File: src/zports_pkg.sv
////////////////////////////////////////
// port map, ext register indices and reset values of the zclk port block
// ports decode on the low address byte, ext registers on the high byte
////////////////////////////////////////

package zports_pkg;

	// port low bytes
	localparam logic [7:0] PORT_FE     = 8'hFE; // border out, keys and tape in
	localparam logic [7:0] PORT_FD     = 8'hFD; // 7FFD paging when a15 clear
	localparam logic [7:0] PORT_XT     = 8'hAF; // ext register file
	localparam logic [7:0] PORT_F7     = 8'hF7; // EFF7
	localparam logic [7:0] PORT_KJOY   = 8'h1F; // kempston joystick
	localparam logic [7:0] PORT_KMOUSE = 8'hDF; // kempston mouse
	localparam logic [7:0] PORT_BF     = 8'hBF; // config port
	localparam logic [7:0] PORT_BE     = 8'hBE; // config readback

	// ext register indices on #nnAF
	localparam logic [7:0] XT_VCONF    = 8'h00;
	localparam logic [7:0] XT_VPAGE    = 8'h01;
	localparam logic [7:0] XT_XOFFS_L  = 8'h02;
	localparam logic [7:0] XT_XOFFS_H  = 8'h03; // bit 0 only
	localparam logic [7:0] XT_YOFFS_L  = 8'h04;
	localparam logic [7:0] XT_YOFFS_H  = 8'h05; // bit 0 only
	localparam logic [7:0] XT_TSCONF   = 8'h06;
	localparam logic [7:0] XT_BORDER   = 8'h0F;
	localparam logic [7:0] XT_RAMPAGE  = 8'h10; // #10..#13
	localparam logic [7:0] XT_ROMPAGE  = 8'h14;
	localparam logic [7:0] XT_SYSCONF  = 8'h20;
	localparam logic [7:0] XT_MEMCONF  = 8'h21;
	localparam logic [7:0] XT_HSINT    = 8'h22;
	localparam logic [7:0] XT_VSINT_L  = 8'h23;
	localparam logic [7:0] XT_VSINT_H  = 8'h24; // bit 0 only
	localparam logic [7:0] XT_IM2VECT  = 8'h25;

	// #BE readback selectors, address bits 11..8
	localparam logic [3:0] BE_SEL_7FFD = 4'hA;
	localparam logic [3:0] BE_SEL_EFF7 = 4'hB;

	// reset values
	localparam logic [7:0] RST_VPAGE   = 8'h05;
	localparam logic [7:0] RST_HINT    = 8'd2; // pentagon int position
	localparam logic [7:0] RST_IM2VECT = 8'hFF;
	// rampage[0] is the rightmost byte
	localparam logic [3:0][7:0] RST_RAMPAGE = {8'h00, 8'h02, 8'h05, 8'h00};

	// ext view of the z80 address
	typedef struct packed {
		logic [7:0] idx;  // register index
		logic [7:0] port;
	} xt_addr_t;

	// standard view, single select bits
	typedef struct packed {
		logic       a15;
		logic       a14;
		logic       a13;
		logic       a12;
		logic [2:0] a11_9;
		logic       a8;
		logic [7:0] lo;
	} std_addr_t;

	typedef union packed {
		xt_addr_t  xt;
		std_addr_t std;
	} z80_addr_u;

	typedef struct packed {
		z80_addr_u  addr;
		logic [7:0] din;
		logic       iorq_n;
		logic       rd_n;
		logic       wr_n;
	} io_bus_t;

	typedef struct packed {
		logic fe;
		logic fd;
		logic xt;
		logic f7;     // already qualified by a8 and shadow
		logic bf;
		logic wr_stb; // one zclk per io write cycle
		logic rd_stb; // one zclk per io read cycle
	} port_sel_t;

	typedef struct packed {
		logic [7:0] vconf;
		logic [7:0] vpage;
		logic [8:0] x_offs;
		logic [8:0] y_offs;
		logic [7:0] tsconf;
		logic [7:0] border;
		logic [7:0] hint_beg;
		logic [8:0] vint_beg;
		logic [7:0] im2vect;
	} vid_cfg_t;

	typedef struct packed {
		logic [3:0][7:0] rampage;
		logic [4:0]      rompage;
		logic [3:0]      xt_override;
		logic [7:0]      sysconf;
		logic [7:0]      memconf;
		logic [5:0]      pent1m_page;
		logic            pent1m_rom;
		logic            pent1m_1m_on;
		logic            pent1m_ram0_0;
	} mem_cfg_t;

	typedef struct packed {
		logic       shadow_en;
		logic       romrw_en;
		logic [7:0] p7ffd;
		logic [7:0] peff7;
	} sys_cfg_t;

endpackage
File: src/zports_top.sv
////////////////////////////////////////
// single zclk domain, writes land two edges after the sample
////////////////////////////////////////

module zports_top import zports_pkg::*;
(
	input  logic       zclk,
	input  logic       rst_n,
	input  io_bus_t    bus,
	input  logic       dos,
	input  logic       rstrom,
	input  logic [4:0] keys_in,
	input  logic       tape_read,
	input  logic [4:0] kj_in,
	input  logic [7:0] mus_in,
	output logic [7:0] dout,
	output logic       dataout,
	output logic       porthit,
	output vid_cfg_t   vid,
	output mem_cfg_t   mem,
	output sys_cfg_t   sys
);

	port_sel_t  sel;
	z80_addr_u  addr;
	logic [7:0] data;
	logic       shadow;

	io_cycle_decode u_decode (
		.zclk   (zclk),
		.rst_n  (rst_n),
		.bus    (bus),
		.shadow (shadow),
		.sel    (sel),
		.addr   (addr),
		.data   (data)
	);

	port_regs u_regs (
		.zclk   (zclk),
		.rst_n  (rst_n),
		.sel    (sel),
		.addr   (addr),
		.data   (data),
		.dos    (dos),
		.rstrom (rstrom),
		.shadow (shadow),
		.vid    (vid),
		.mem    (mem),
		.sys    (sys)
	);

	port_readback u_readback (
		.addr      (addr),
		.bus_rd    (~(bus.iorq_n | bus.rd_n)), // raw in cycle
		.shadow    (shadow),
		.sys       (sys),
		.keys_in   (keys_in),
		.tape_read (tape_read),
		.kj_in     (kj_in),
		.mus_in    (mus_in),
		.dout      (dout),
		.porthit   (porthit),
		.dataout   (dataout)
	);

endmodule

File: src/port_readback.sv
////////////////////////////////////////
// purely combinational, follows the registered address
////////////////////////////////////////

module port_readback import zports_pkg::*;
(
	input  z80_addr_u  addr,
	input  logic       bus_rd,
	input  logic       shadow,
	input  sys_cfg_t   sys,
	input  logic [4:0] keys_in,
	input  logic       tape_read,
	input  logic [4:0] kj_in,
	input  logic [7:0] mus_in,
	output logic [7:0] dout,
	output logic       porthit,
	output logic       dataout
);

	logic [7:0] lo;
	logic [3:0] be_sel;
	logic [7:0] be_data;

	assign lo     = addr.std.lo;
	assign be_sel = {addr.std.a11_9, addr.std.a8};

	// #BE config readback
	always_comb
	begin
		case (be_sel)
			BE_SEL_7FFD: be_data = sys.p7ffd;
			BE_SEL_EFF7: be_data = sys.peff7;
			default:     be_data = 8'hFF;
		endcase
	end

	////////////////////////////////////////
	// read data mux
	always_comb
	begin
		case (lo)
			PORT_FE:     dout = {1'b1, tape_read, 1'b0, keys_in};
			PORT_KJOY:   dout = shadow ? 8'hFF : {3'b000, kj_in}; // 1F is fdc in shadow
			PORT_KMOUSE: dout = mus_in;
			PORT_BF:     dout = {6'b000000, sys.romrw_en, sys.shadow_en};
			PORT_BE:     dout = be_data;
			default:     dout = 8'hFF;
		endcase
	end

	always_comb
	begin
		case (lo)
			PORT_FE, PORT_FD, PORT_XT, PORT_KMOUSE, PORT_BF, PORT_BE:
				porthit = 1'b1;
			PORT_KJOY, PORT_F7:
				porthit = ~shadow; // owned by shadow ports otherwise
			default:
				porthit = 1'b0;
		endcase
	end

	assign dataout = porthit & bus_rd;

endmodule

File: src/port_regs.sv
////////////////////////////////////////
// registers update one zclk after the write strobe
// border and rompage come up undefined, 7FFD lock clears only on reset
////////////////////////////////////////

module port_regs import zports_pkg::*;
(
	input  logic       zclk,
	input  logic       rst_n,
	input  port_sel_t  sel,
	input  z80_addr_u  addr,
	input  logic [7:0] data,
	input  logic       dos,
	input  logic       rstrom,
	output logic       shadow,
	output vid_cfg_t   vid,
	output mem_cfg_t   mem,
	output sys_cfg_t   sys
);

	logic [7:0]      vconf;
	logic [7:0]      vpage;
	logic [8:0]      x_offs;
	logic [8:0]      y_offs;
	logic [7:0]      tsconf;
	logic [7:0]      border;
	logic [7:0]      hint_beg;
	logic [8:0]      vint_beg;
	logic [7:0]      im2vect;
	logic [3:0][7:0] rampage;
	logic [4:0]      rompage;
	logic [3:0]      xt_override;
	logic [7:0]      sysconf;
	logic [7:0]      memconf;
	logic [5:0]      pent1m_page;
	logic            pent1m_rom;
	logic [7:0]      p7ffd;
	logic [7:0]      peff7;
	logic            lock;      // 7FFD write lock
	logic            shadow_en;
	logic            romrw_en;

	logic [7:0]      idx;
	logic            xt_wr;
	logic            rampage_hit;
	logic            p7ffd_wr;
	logic            peff7_wr;
	logic            block1m;   // EFF7 bit 2, back to 128k paging

	assign idx         = addr.xt.idx;
	assign xt_wr       = sel.xt & sel.wr_stb;
	assign rampage_hit = (idx[7:2] == XT_RAMPAGE[7:2]);
	assign p7ffd_wr    = sel.fd & sel.wr_stb & ~addr.std.a15 & ~lock;
	assign peff7_wr    = sel.f7 & sel.wr_stb & ~addr.std.a12 & ~shadow;
	assign block1m     = peff7[2];
	assign shadow      = dos | shadow_en;

	////////////////////////////////////////
	// ext register file
	always_ff @(posedge zclk)
	begin
		if (!rst_n)
		begin
			vconf    <= '0;
			x_offs   <= '0;
			y_offs   <= '0;
			tsconf   <= '0;
			hint_beg <= RST_HINT;
			vint_beg <= '0;
			im2vect  <= RST_IM2VECT;
			sysconf  <= '0;
			memconf  <= '0;
			rampage  <= RST_RAMPAGE;
		end
		else if (xt_wr)
		begin
			case (idx)
				XT_VCONF:   vconf          <= data;
				XT_XOFFS_L: x_offs[7:0]    <= data;
				XT_XOFFS_H: x_offs[8]      <= data[0];
				XT_YOFFS_L: y_offs[7:0]    <= data;
				XT_YOFFS_H: y_offs[8]      <= data[0];
				XT_TSCONF:  tsconf         <= data;
				XT_SYSCONF: sysconf        <= data;
				XT_MEMCONF: memconf        <= data;
				XT_HSINT:   hint_beg       <= data;
				XT_VSINT_L: vint_beg[7:0]  <= data;
				XT_VSINT_H: vint_beg[8]    <= data[0];
				XT_IM2VECT: im2vect        <= data;
				default:    ;
			endcase
			if (rampage_hit)
				rampage[idx[1:0]] <= data;
		end
	end

	always_ff @(posedge zclk)
	begin
		if (xt_wr && idx == XT_ROMPAGE)
			rompage <= data[4:0];
	end

	// rampage write takes the window over, 7FFD gives the top one back
	always_ff @(posedge zclk)
	begin
		if (!rst_n)
			xt_override <= '0;
		else
		begin
			if (xt_wr && rampage_hit)
				xt_override[idx[1:0]] <= 1'b1;
			if (p7ffd_wr)
				xt_override[3] <= 1'b0;
		end
	end

	always_ff @(posedge zclk)
	begin
		if (sel.fe && sel.wr_stb)
			border <= {5'b11110, data[2:0]}; // zx colours in the top of the palette
		else if (xt_wr && idx == XT_BORDER)
			border <= data;
	end

	////////////////////////////////////////
	// 7FFD paging
	always_ff @(posedge zclk)
	begin
		if (!rst_n)
		begin
			p7ffd       <= '0;
			lock        <= 1'b0;
			vpage       <= RST_VPAGE;
			pent1m_page <= '0;
		end
		else if (p7ffd_wr)
		begin
			p7ffd       <= data;
			vpage       <= {6'b000001, data[3], 1'b1}; // screen 5 or 7
			pent1m_page <= {block1m ? 3'b000 : {data[5], data[7:6]}, data[2:0]};
			lock        <= data[5] & block1m; // 128k lock bit
		end
		else if (xt_wr && idx == XT_VPAGE)
			vpage <= data;
	end

	always_ff @(posedge zclk)
	begin
		if (!rst_n)
			pent1m_rom <= rstrom; // boot rom choice
		else if (p7ffd_wr)
			pent1m_rom <= data[4];
	end

	// EFF7 and BF
	always_ff @(posedge zclk)
	begin
		if (!rst_n)
		begin
			peff7     <= '0;
			shadow_en <= 1'b0;
			romrw_en  <= 1'b0;
		end
		else
		begin
			if (peff7_wr)
				peff7 <= data;
			if (sel.bf && sel.wr_stb)
			begin
				shadow_en <= data[0];
				romrw_en  <= data[1];
			end
		end
	end

	always_comb
	begin
		vid.vconf         = vconf;
		vid.vpage         = vpage;
		vid.x_offs        = x_offs;
		vid.y_offs        = y_offs;
		vid.tsconf        = tsconf;
		vid.border        = border;
		vid.hint_beg      = hint_beg;
		vid.vint_beg      = vint_beg;
		vid.im2vect       = im2vect;
		mem.rampage       = rampage;
		mem.rompage       = rompage;
		mem.xt_override   = xt_override;
		mem.sysconf       = sysconf;
		mem.memconf       = memconf;
		mem.pent1m_page   = pent1m_page;
		mem.pent1m_rom    = pent1m_rom;
		mem.pent1m_1m_on  = ~block1m;
		mem.pent1m_ram0_0 = peff7[3];
		sys.shadow_en     = shadow_en;
		sys.romrw_en      = romrw_en;
		sys.p7ffd         = p7ffd;
		sys.peff7         = peff7;
	end

	// once locked, 7FFD stays frozen until reset
	a_lock_sticky: assert property (@(posedge zclk) lock && rst_n |=> lock);

endmodule

File: src/io_cycle_decode.sv
////////////////////////////////////////
// bus is sampled once per zclk, strobe one cycle after the sample
// a held cycle gives a single strobe, the bus must go idle in between
////////////////////////////////////////

module io_cycle_decode import zports_pkg::*;
(
	input  logic       zclk,
	input  logic       rst_n,
	input  io_bus_t    bus,
	input  logic       shadow,
	output port_sel_t  sel,
	output z80_addr_u  addr,
	output logic [7:0] data
);

	io_bus_t    bus_q;  // raw bus sample
	logic       iowr;
	logic       iord;
	logic       iowr_d; // level seen on the previous sample
	logic       iord_d;
	logic       wr_stb;
	logic       rd_stb;
	logic [7:0] lo;

	always_ff @(posedge zclk)
	begin
		bus_q <= bus;
	end

	assign iowr = ~(bus_q.iorq_n | bus_q.wr_n);
	assign iord = ~(bus_q.iorq_n | bus_q.rd_n);

	////////////////////////////////////////
	// edge detect on the sampled levels
	always_ff @(posedge zclk)
	begin
		if (!rst_n)
		begin
			iowr_d <= 1'b0;
			iord_d <= 1'b0;
			wr_stb <= 1'b0;
			rd_stb <= 1'b0;
		end
		else
		begin
			iowr_d <= iowr;
			iord_d <= iord;
			wr_stb <= iowr & ~iowr_d; // first sample of the cycle only
			rd_stb <= iord & ~iord_d;
		end
	end

	// address and data kept in step with the strobes
	always_ff @(posedge zclk)
	begin
		addr <= bus_q.addr;
		data <= bus_q.din;
	end

	////////////////////////////////////////
	// port decode
	assign lo = addr.std.lo;

	always_comb
	begin
		sel.fe     = (lo == PORT_FE);
		sel.fd     = (lo == PORT_FD);
		sel.xt     = (lo == PORT_XT);
		// xEF7 style in shadow mode, keeps clear of the shadow xFF7 ports
		sel.f7     = (lo == PORT_F7) && (addr.std.a8 != shadow);
		sel.bf     = (lo == PORT_BF);
		sel.wr_stb = wr_stb;
		sel.rd_stb = rd_stb;
	end

	// a z80 cycle is either in or out, never both
	a_stb_excl: assert property (@(posedge zclk) disable iff (!rst_n)
		!(wr_stb && rd_stb));

endmodule

File: config.mk
export PLATFORM = sky130hd
export DESIGN_NAME = zports_top
export DESIGN_NICKNAME = d
export VERILOG_FILES = /design/src/zports_pkg.sv /design/src/zports_top.sv /design/src/port_readback.sv /design/src/port_regs.sv /design/src/io_cycle_decode.sv
export SDC_FILE = /design/constraint.sdc
export NUM_CORES = 1
export LEC_CHECK = 0
export ABC_AREA = 0
export ABC_CLOCK_PERIOD_IN_PS = 2200
export BUFFER_PORTS_ARGS = -buffer_cell sky130_fd_sc_hd__buf_2
export CELL_PAD_IN_SITES_DETAIL_PLACEMENT = 0
export CELL_PAD_IN_SITES_GLOBAL_PLACEMENT = 1
export CORE_ASPECT_RATIO = 1.5
export CORE_UTILIZATION = 40
export CTS_CLUSTER_SIZE = 24
export DETAILED_ROUTE_END_ITERATION = 12
export MAX_ROUTING_LAYER = met4
export PLACE_DENSITY = 0.9
export SYNTH_ARGS = -nofsm -noshare
export SYNTH_HDL_FRONTEND = slang
export SYNTH_HIERARCHICAL = 1
export SYNTH_SLANG_ARGS = --single-unit
File: constraint.sdc
create_clock -name zclk -period 2.2 [get_ports zclk]
set_clock_uncertainty 0.05 [all_clocks]
set_input_delay 0.11 -clock zclk [delete_from_list [all_inputs] [get_ports zclk]]
set_output_delay 0.11 -clock zclk [all_outputs]
set_load 0.01 [all_outputs]
Word level (Yosys, flattened, before mapping)
Index checks and enable logic that the tools add are counted.

Order comparisons: 2. Equality and inequality tests: 27. Muxes and demuxes: 16. Reductions and logical operators: 27. Bitwise logic cells: 23.

Operator list (number): == test 8 bit (second input constant) (7); == test 8 x 6 -> 1 bit (second input constant) (6); one-hot mux 8 bit (5 select lines) (1); bitwise mux 32 bit (1); AND reduction 2 bit (13); == test 8 x 3 -> 1 bit (second input constant) (3); demux 8 bit (select 2 bit) (1); == test 8 x 2 -> 1 bit (second input constant) (2); == test 8 x 5 -> 1 bit (second input constant) (2); 2-to-1 mux 8 bit (2); one-hot mux 8 bit (2 select lines) (1); AND 1 bit (10); 2-to-1 mux 3 bit (3); NOT 1 bit (9); == test 4 bit (second input constant) (2); == test 8 x 1 -> 1 bit (second input constant) (1); == test 8 x 4 -> 1 bit (second input constant) (1); logical AND 1 bit (8); zero test 8 bit (1); == test 6 x 3 -> 1 bit (second input constant) (1); OR reduction 6 bit (1); 2-to-1 mux 2 bit (2); bitwise OR 4 bit (1); nonzero test 2 bit (2); 9 further kinds (14).

Logic and storage cells: 133. Bits of input ports: 50. Output and inout bits: 169. Register bits after elaboration: 210.

Depth between registers and ports, before layout
Word-level depth: 6. Depth in mapped cells: 8. Gate-level depth less buffers: 7.

By module
Netlist, hierarchy kept.

By module, submodules not included: port_regs (area each 6113.4 um2, cells an instance 551, times used 1, sequential area each 3193.1 um2); io_cycle_decode (area each 1231.2 um2, cells an instance 75, times used 1, sequential area each 1101.1 um2); port_readback (area each 541.8 um2, cells an instance 84, times used 1, sequential area each 0.0 um2); zports_top (area each 3.8 um2, cells an instance 1, times used 1, sequential area each 0.0 um2).

Worst setup path after synthesis
OpenSTA, ideal clock, no wires.

Kind: register to register. Start: register u_decode/addr[0] in the netlist's numbering. End: register u_regs.border[0] (enable). Period minus slack after synthesis: 1.922 ns. Stages on the path, launching flop included: 8. Arrival: 1.568 ns. Setup slack: 0.278 ns. Required time: 1.846 ns. Path buffers: 2. Library setup time: 0.304 ns. Cells stage by stage: dfxtp_1 -> nand4b_1 -> nor3_1 -> and4bb_2 -> buf_6 -> buf_6 -> nand3_2 -> nand2_1.

RTL lines: from (decl) (line io_cycle_decode.sv:13) `output z80_addr_u addr,`; from (signal assigned) (line io_cycle_decode.sv:57) `addr <= bus_q.addr;`; to (signal assigned) (line port_regs.sv:120) `border <= {5'b11110, data[2:0]};`; to (signal assigned) (line port_regs.sv:122) `border <= data;`; to (decl) (line port_regs.sv:26) `logic [7:0] border;`.

Worst setup path in the final report
Start: register u_decode/addr[5] in the netlist's numbering. End: output port dataout.

Cells in the longest elaborated chain, start to end: 4. Elaborated cells between the ends (all ways): 12. Classes of those cells: eq/ne (8); mux (1); bitwise (1); reduce/logical (2).

Ends and longest elaborated chain: == test 8 bit / == test 8 x 5 -> 1 bit (equally long branches) (line port_readback.sv:53) `case (lo)`; OR reduction 6 bit / OR reduction 2 bit (equally long branches) (line port_readback.sv:53); one-hot mux 1 bit (2 select lines) (*) (line port_readback.sv:53); AND 1 bit (*) (line port_readback.sv:63) `assign dataout = porthit & bus_rd;`; to (decl) (line zports_top.sv:17) `output logic dataout,`.

Mark *: on every way between the ends. The rest lies on a longest branch, timed or not.

==> flow_results.org <==
** Run status
- Outcome :: finished, violations left
- The checks that failed: negative setup slack.

** Clock network
- Clock network latency to the later pin of the worst-skew pair :: roughly 0.49 ns
- TritonCTS built the clock tree.
- Cts bufs inserted :: 20
- Maximum buffer depth of the clock tree :: 3
- H-tree levels :: 1
- Sinks on Clock Net :: 207
- CTS placed an instance of sky130_fd_sc_hd__clkbuf_16 at the clock tree root.
- After clock tree synthesis, the clock-pin slew on the worst setup and hold paths is 0.06 ns.

** Power and ir drop
- The share of total power dissipated in the clock network is 0.435.
- The worst-case IR drop observed on VDD is between 0.0006 and 0.0007 V.
- The internal power of the cells totals 0.00585 W.
- Power per Cell Area :: approximately 720 mW/mm2
- Leakage :: ~5.2 nW
- Net Sw Frac :: 0.219
- The share of total power dissipated in combinational logic is 0.048.
- For this design the total switching power over the nets is 0.00164 W.
- Of the total power, registers draw 0.517.

** STA
- Ratio of final minimum period to clock period :: 1.02
- Tmin final :: ~2.2 ns
- The number of hold-slack violations in the final timing report is 0.
- Setup repair after global routing missed its margin :: yes
- Setup ws final :: -0.0408 ns
- Timing would allow up to roughly 0.45 GHz.
- Final hold analysis gives a worst-case slack of around 0.2 ns.
- Measured against its own limit, the worst slew margin works out to 0.537.
- At the pin with the least slew margin, the transition time is 0.694 ns.
- Setup violations remaining at the end of the flow were counted as 2.
- Max Slew Vio Count :: 0

** Setup path
- Tracing the worst setup path back leads to its startpoint at u_decode/addr[5].
- Data on the critical path arrives at its endpoint at approximately 2.1 ns.
- The critical path goes through nand2b_4 > or4_4 > a21o_1 > a31oi_1 > buf_2.
- For the worst setup path, the data required time is 2.04 ns.
- Endpoint class of the critical path :: output port
- Among all stages on the critical path, the largest delay is contributed by sky130_fd_sc_hd__or4_4.
- The worst register-to-register path has a depth of 6.
- On the worst path, the slowest cell contributes a delay of about 0.60 ns.
- Origin of the critical flop-to-flop path :: u_decode/addr[0]
- Path type of the worst setup path :: flip-flop to output port
- Of all nets on the critical path, the largest fanout is 4.
- Crit path launch type :: flip-flop

** Cells and area
- Final core utilization :: 0.544
- Area taken by flip-flops and latches :: 0.00426 mm2
- Proportion of layout cells with a drive suffix above 1 :: 0.350
- Filler Cell Count :: 1720
- In the final layout, the multi-input gates occupy 0.00343 mm2.
- Compared with the post-synthesis result, the final layout area differs by 33.5%.
- Design Area, Final :: between 0.01 and 0.015 mm2
- Net count of the finished layout :: between 1000 and 1500

** Floorplan
- The floorplan step set the die width to ~120 um.
- In this run the count of I/O pins placed on the die edge is 219.
- For this configuration, the core starts out at a cell density of 0.408.
- Die Area :: just over 0.02 mm2
- Height of the die :: 173 um
- FP Rows :: 62
- Core region area :: 0.0192 mm2

** Routing
- The first detailed-routing pass took 5 iterations.
- Once detail routing completed, the nets flagged for antenna violations numbered 0.
- Routed wirelength normalized by instance count :: 17.2 um
- Routed via count :: around 5900
- Wires add up to 21.1 mm.
- Drc violations :: 0
- DR iter-0 viols :: approximately 290
- Using the TritonRoute via totals, the vias-per-cell ratio works out to 4.84.

** Worst hold path
- The tightest min-delay check is of the input port to flip-flop type.
- Number of cells on the worst hold path :: 2
- The worst hold path begins at bus[7].

** Job
- The tool flagged a number of max-cap violations equal to 0.

** Placement
- Final HPWL from detailed placement :: 14.6 mm
- OpenSTA, run right after detailed placement, puts the worst setup slack at 0.147 ns.
- Buffers placed on the I/O ports in this run total ~220.
- Once placement finished, the instance area stood at 0.00921 mm2.
- GPL Wtd Cong :: ~0.8

** Yosys
- When the netlist entered floorplanning its net count stood at ~760.
- The mapped netlist covers a little under 0.008 mm2.
- Cells after Synth :: between 700 and 800
- Count of warnings emitted by yosys :: 6
- Syn avg cell area :: roughly 11 um2

** Global route
- The initial antenna violation count was 1.
- Congestion Overflow GR :: 0
- The via count of the first global-routing pass was 5973.
- The first global-routing pass estimated 32.2 mm of wire.
- Maximum number of pins on one net before global-route repair :: 74
- For this run, the total global-route usage over all layers was measured as 0.215.
==> routing by layer <==
metal	GRT usage	vias to the layer above	wire, um
met5	-	-	0
met4	0.0876	0	724
met3	0.0403	49	1140
met2	0.377	190	11000
met1	0.233	2790	8230
li1	-	2909	-
==> cells in the final DEF, fill, tap and decap left out, drive strengths merged, types with 2 or more instances in the layout <==
cell type    count
a21boi          16
a21oi           10
a22oi            3
a31oi            2
and3             3
and3b            2
and4             2
and4bb           4
buf            257
clkbuf          29
clkinv           2
clkinvlp         2
dfxtp          198
dlygate4sd3     28
edfxtp           9
inv             11
mux2i          136
nand2           51
nand2b           4
nand3           31
nand4            4
nand4b           3
nor2            12
nor2b          109
nor3             5
nor4             4
nor4b            3
o2111ai          3
o211ai           6
o21ai            5
o31ai            2
or2              2
xnor2            2
==> critical path, delay by kind of cell, from the launching register on <==
family,cells,cell delay [ns]
flip-flops,1,0.35
buffers and inverters,1,0.16
AND/OR/NAND/NOR,2,0.74
AO/OA/AOI/OAI,2,0.35
==> power groups by stage <==
stage               clock network (W)  logic, W  registers, W
floorplan                           0  0.000168       0.00395
global placement                    0  0.000289       0.00396
detailed placement                  0  0.000289       0.00396
CTS                           0.00334  0.000347       0.00387
global route                  0.00349  0.000384       0.00388
finish                        0.00326  0.000358       0.00387
==> metrics by stage <==
step                      setup TNS, ns  instances  power [W]
after floorplan                       0        705    0.00411
final                           -0.0538       1228    0.00749
after detailed placement              0       1154    0.00425
after global placement                0       1154    0.00425
after global routing             -0.511       1228    0.00775
after CTS                       -0.0839       1220    0.00756
==> layout make-up <==
cell class / count / share of cell area
multi-input cells: 435 / 0.329
inverters: 10 / 0.00360
well taps: 256 / 0.0307
clock buffers: 27 / 0.0554
flip-flops and latches: 207 / 0.408
diodes: 1 / 0.000240
clock inverters: 5 / 0.00420
repair buffers: 287 / 0.168
==> sequential cells by signal, indices dropped and copies added, names as in the netlist, 6 cells and up <==
name                cells
u_regs/im2vect          8
u_regs/y_offs           9
u_regs/border           8
u_regs/tsconf           8
u_regs/peff7            8
u_regs/vint_beg         9
u_decode/bus_q         26
u_regs/mem             32
u_regs/hint_beg         8
u_regs/pent1m_page      6
u_regs/x_offs           9
u_decode/data           8
u_regs/vpage            8
u_decode/addr          16
u_regs/sysconf          8
u_regs/memconf          8
u_regs/vconf            8
==> timing repair <==
item	in CTS	in global routing
resized for setup	20	28
endpoints found under the hold margin	45	0
setup endpoints to repair	10	109
buffers inserted	8	3
hold buffers	28	0
pin swaps	4	3
gates cloned	0	4
==> worst paths after layout <==
path                            end  slack [ns]
hold reg to reg    u_decode/addr[1]        0.27
setup reg to reg  u_regs/rompage[0]        0.08
setup / recovery            dataout       -0.04
hold / removal    u_decode/bus_q[7]        0.20
(Power assumes the default switching activity.)
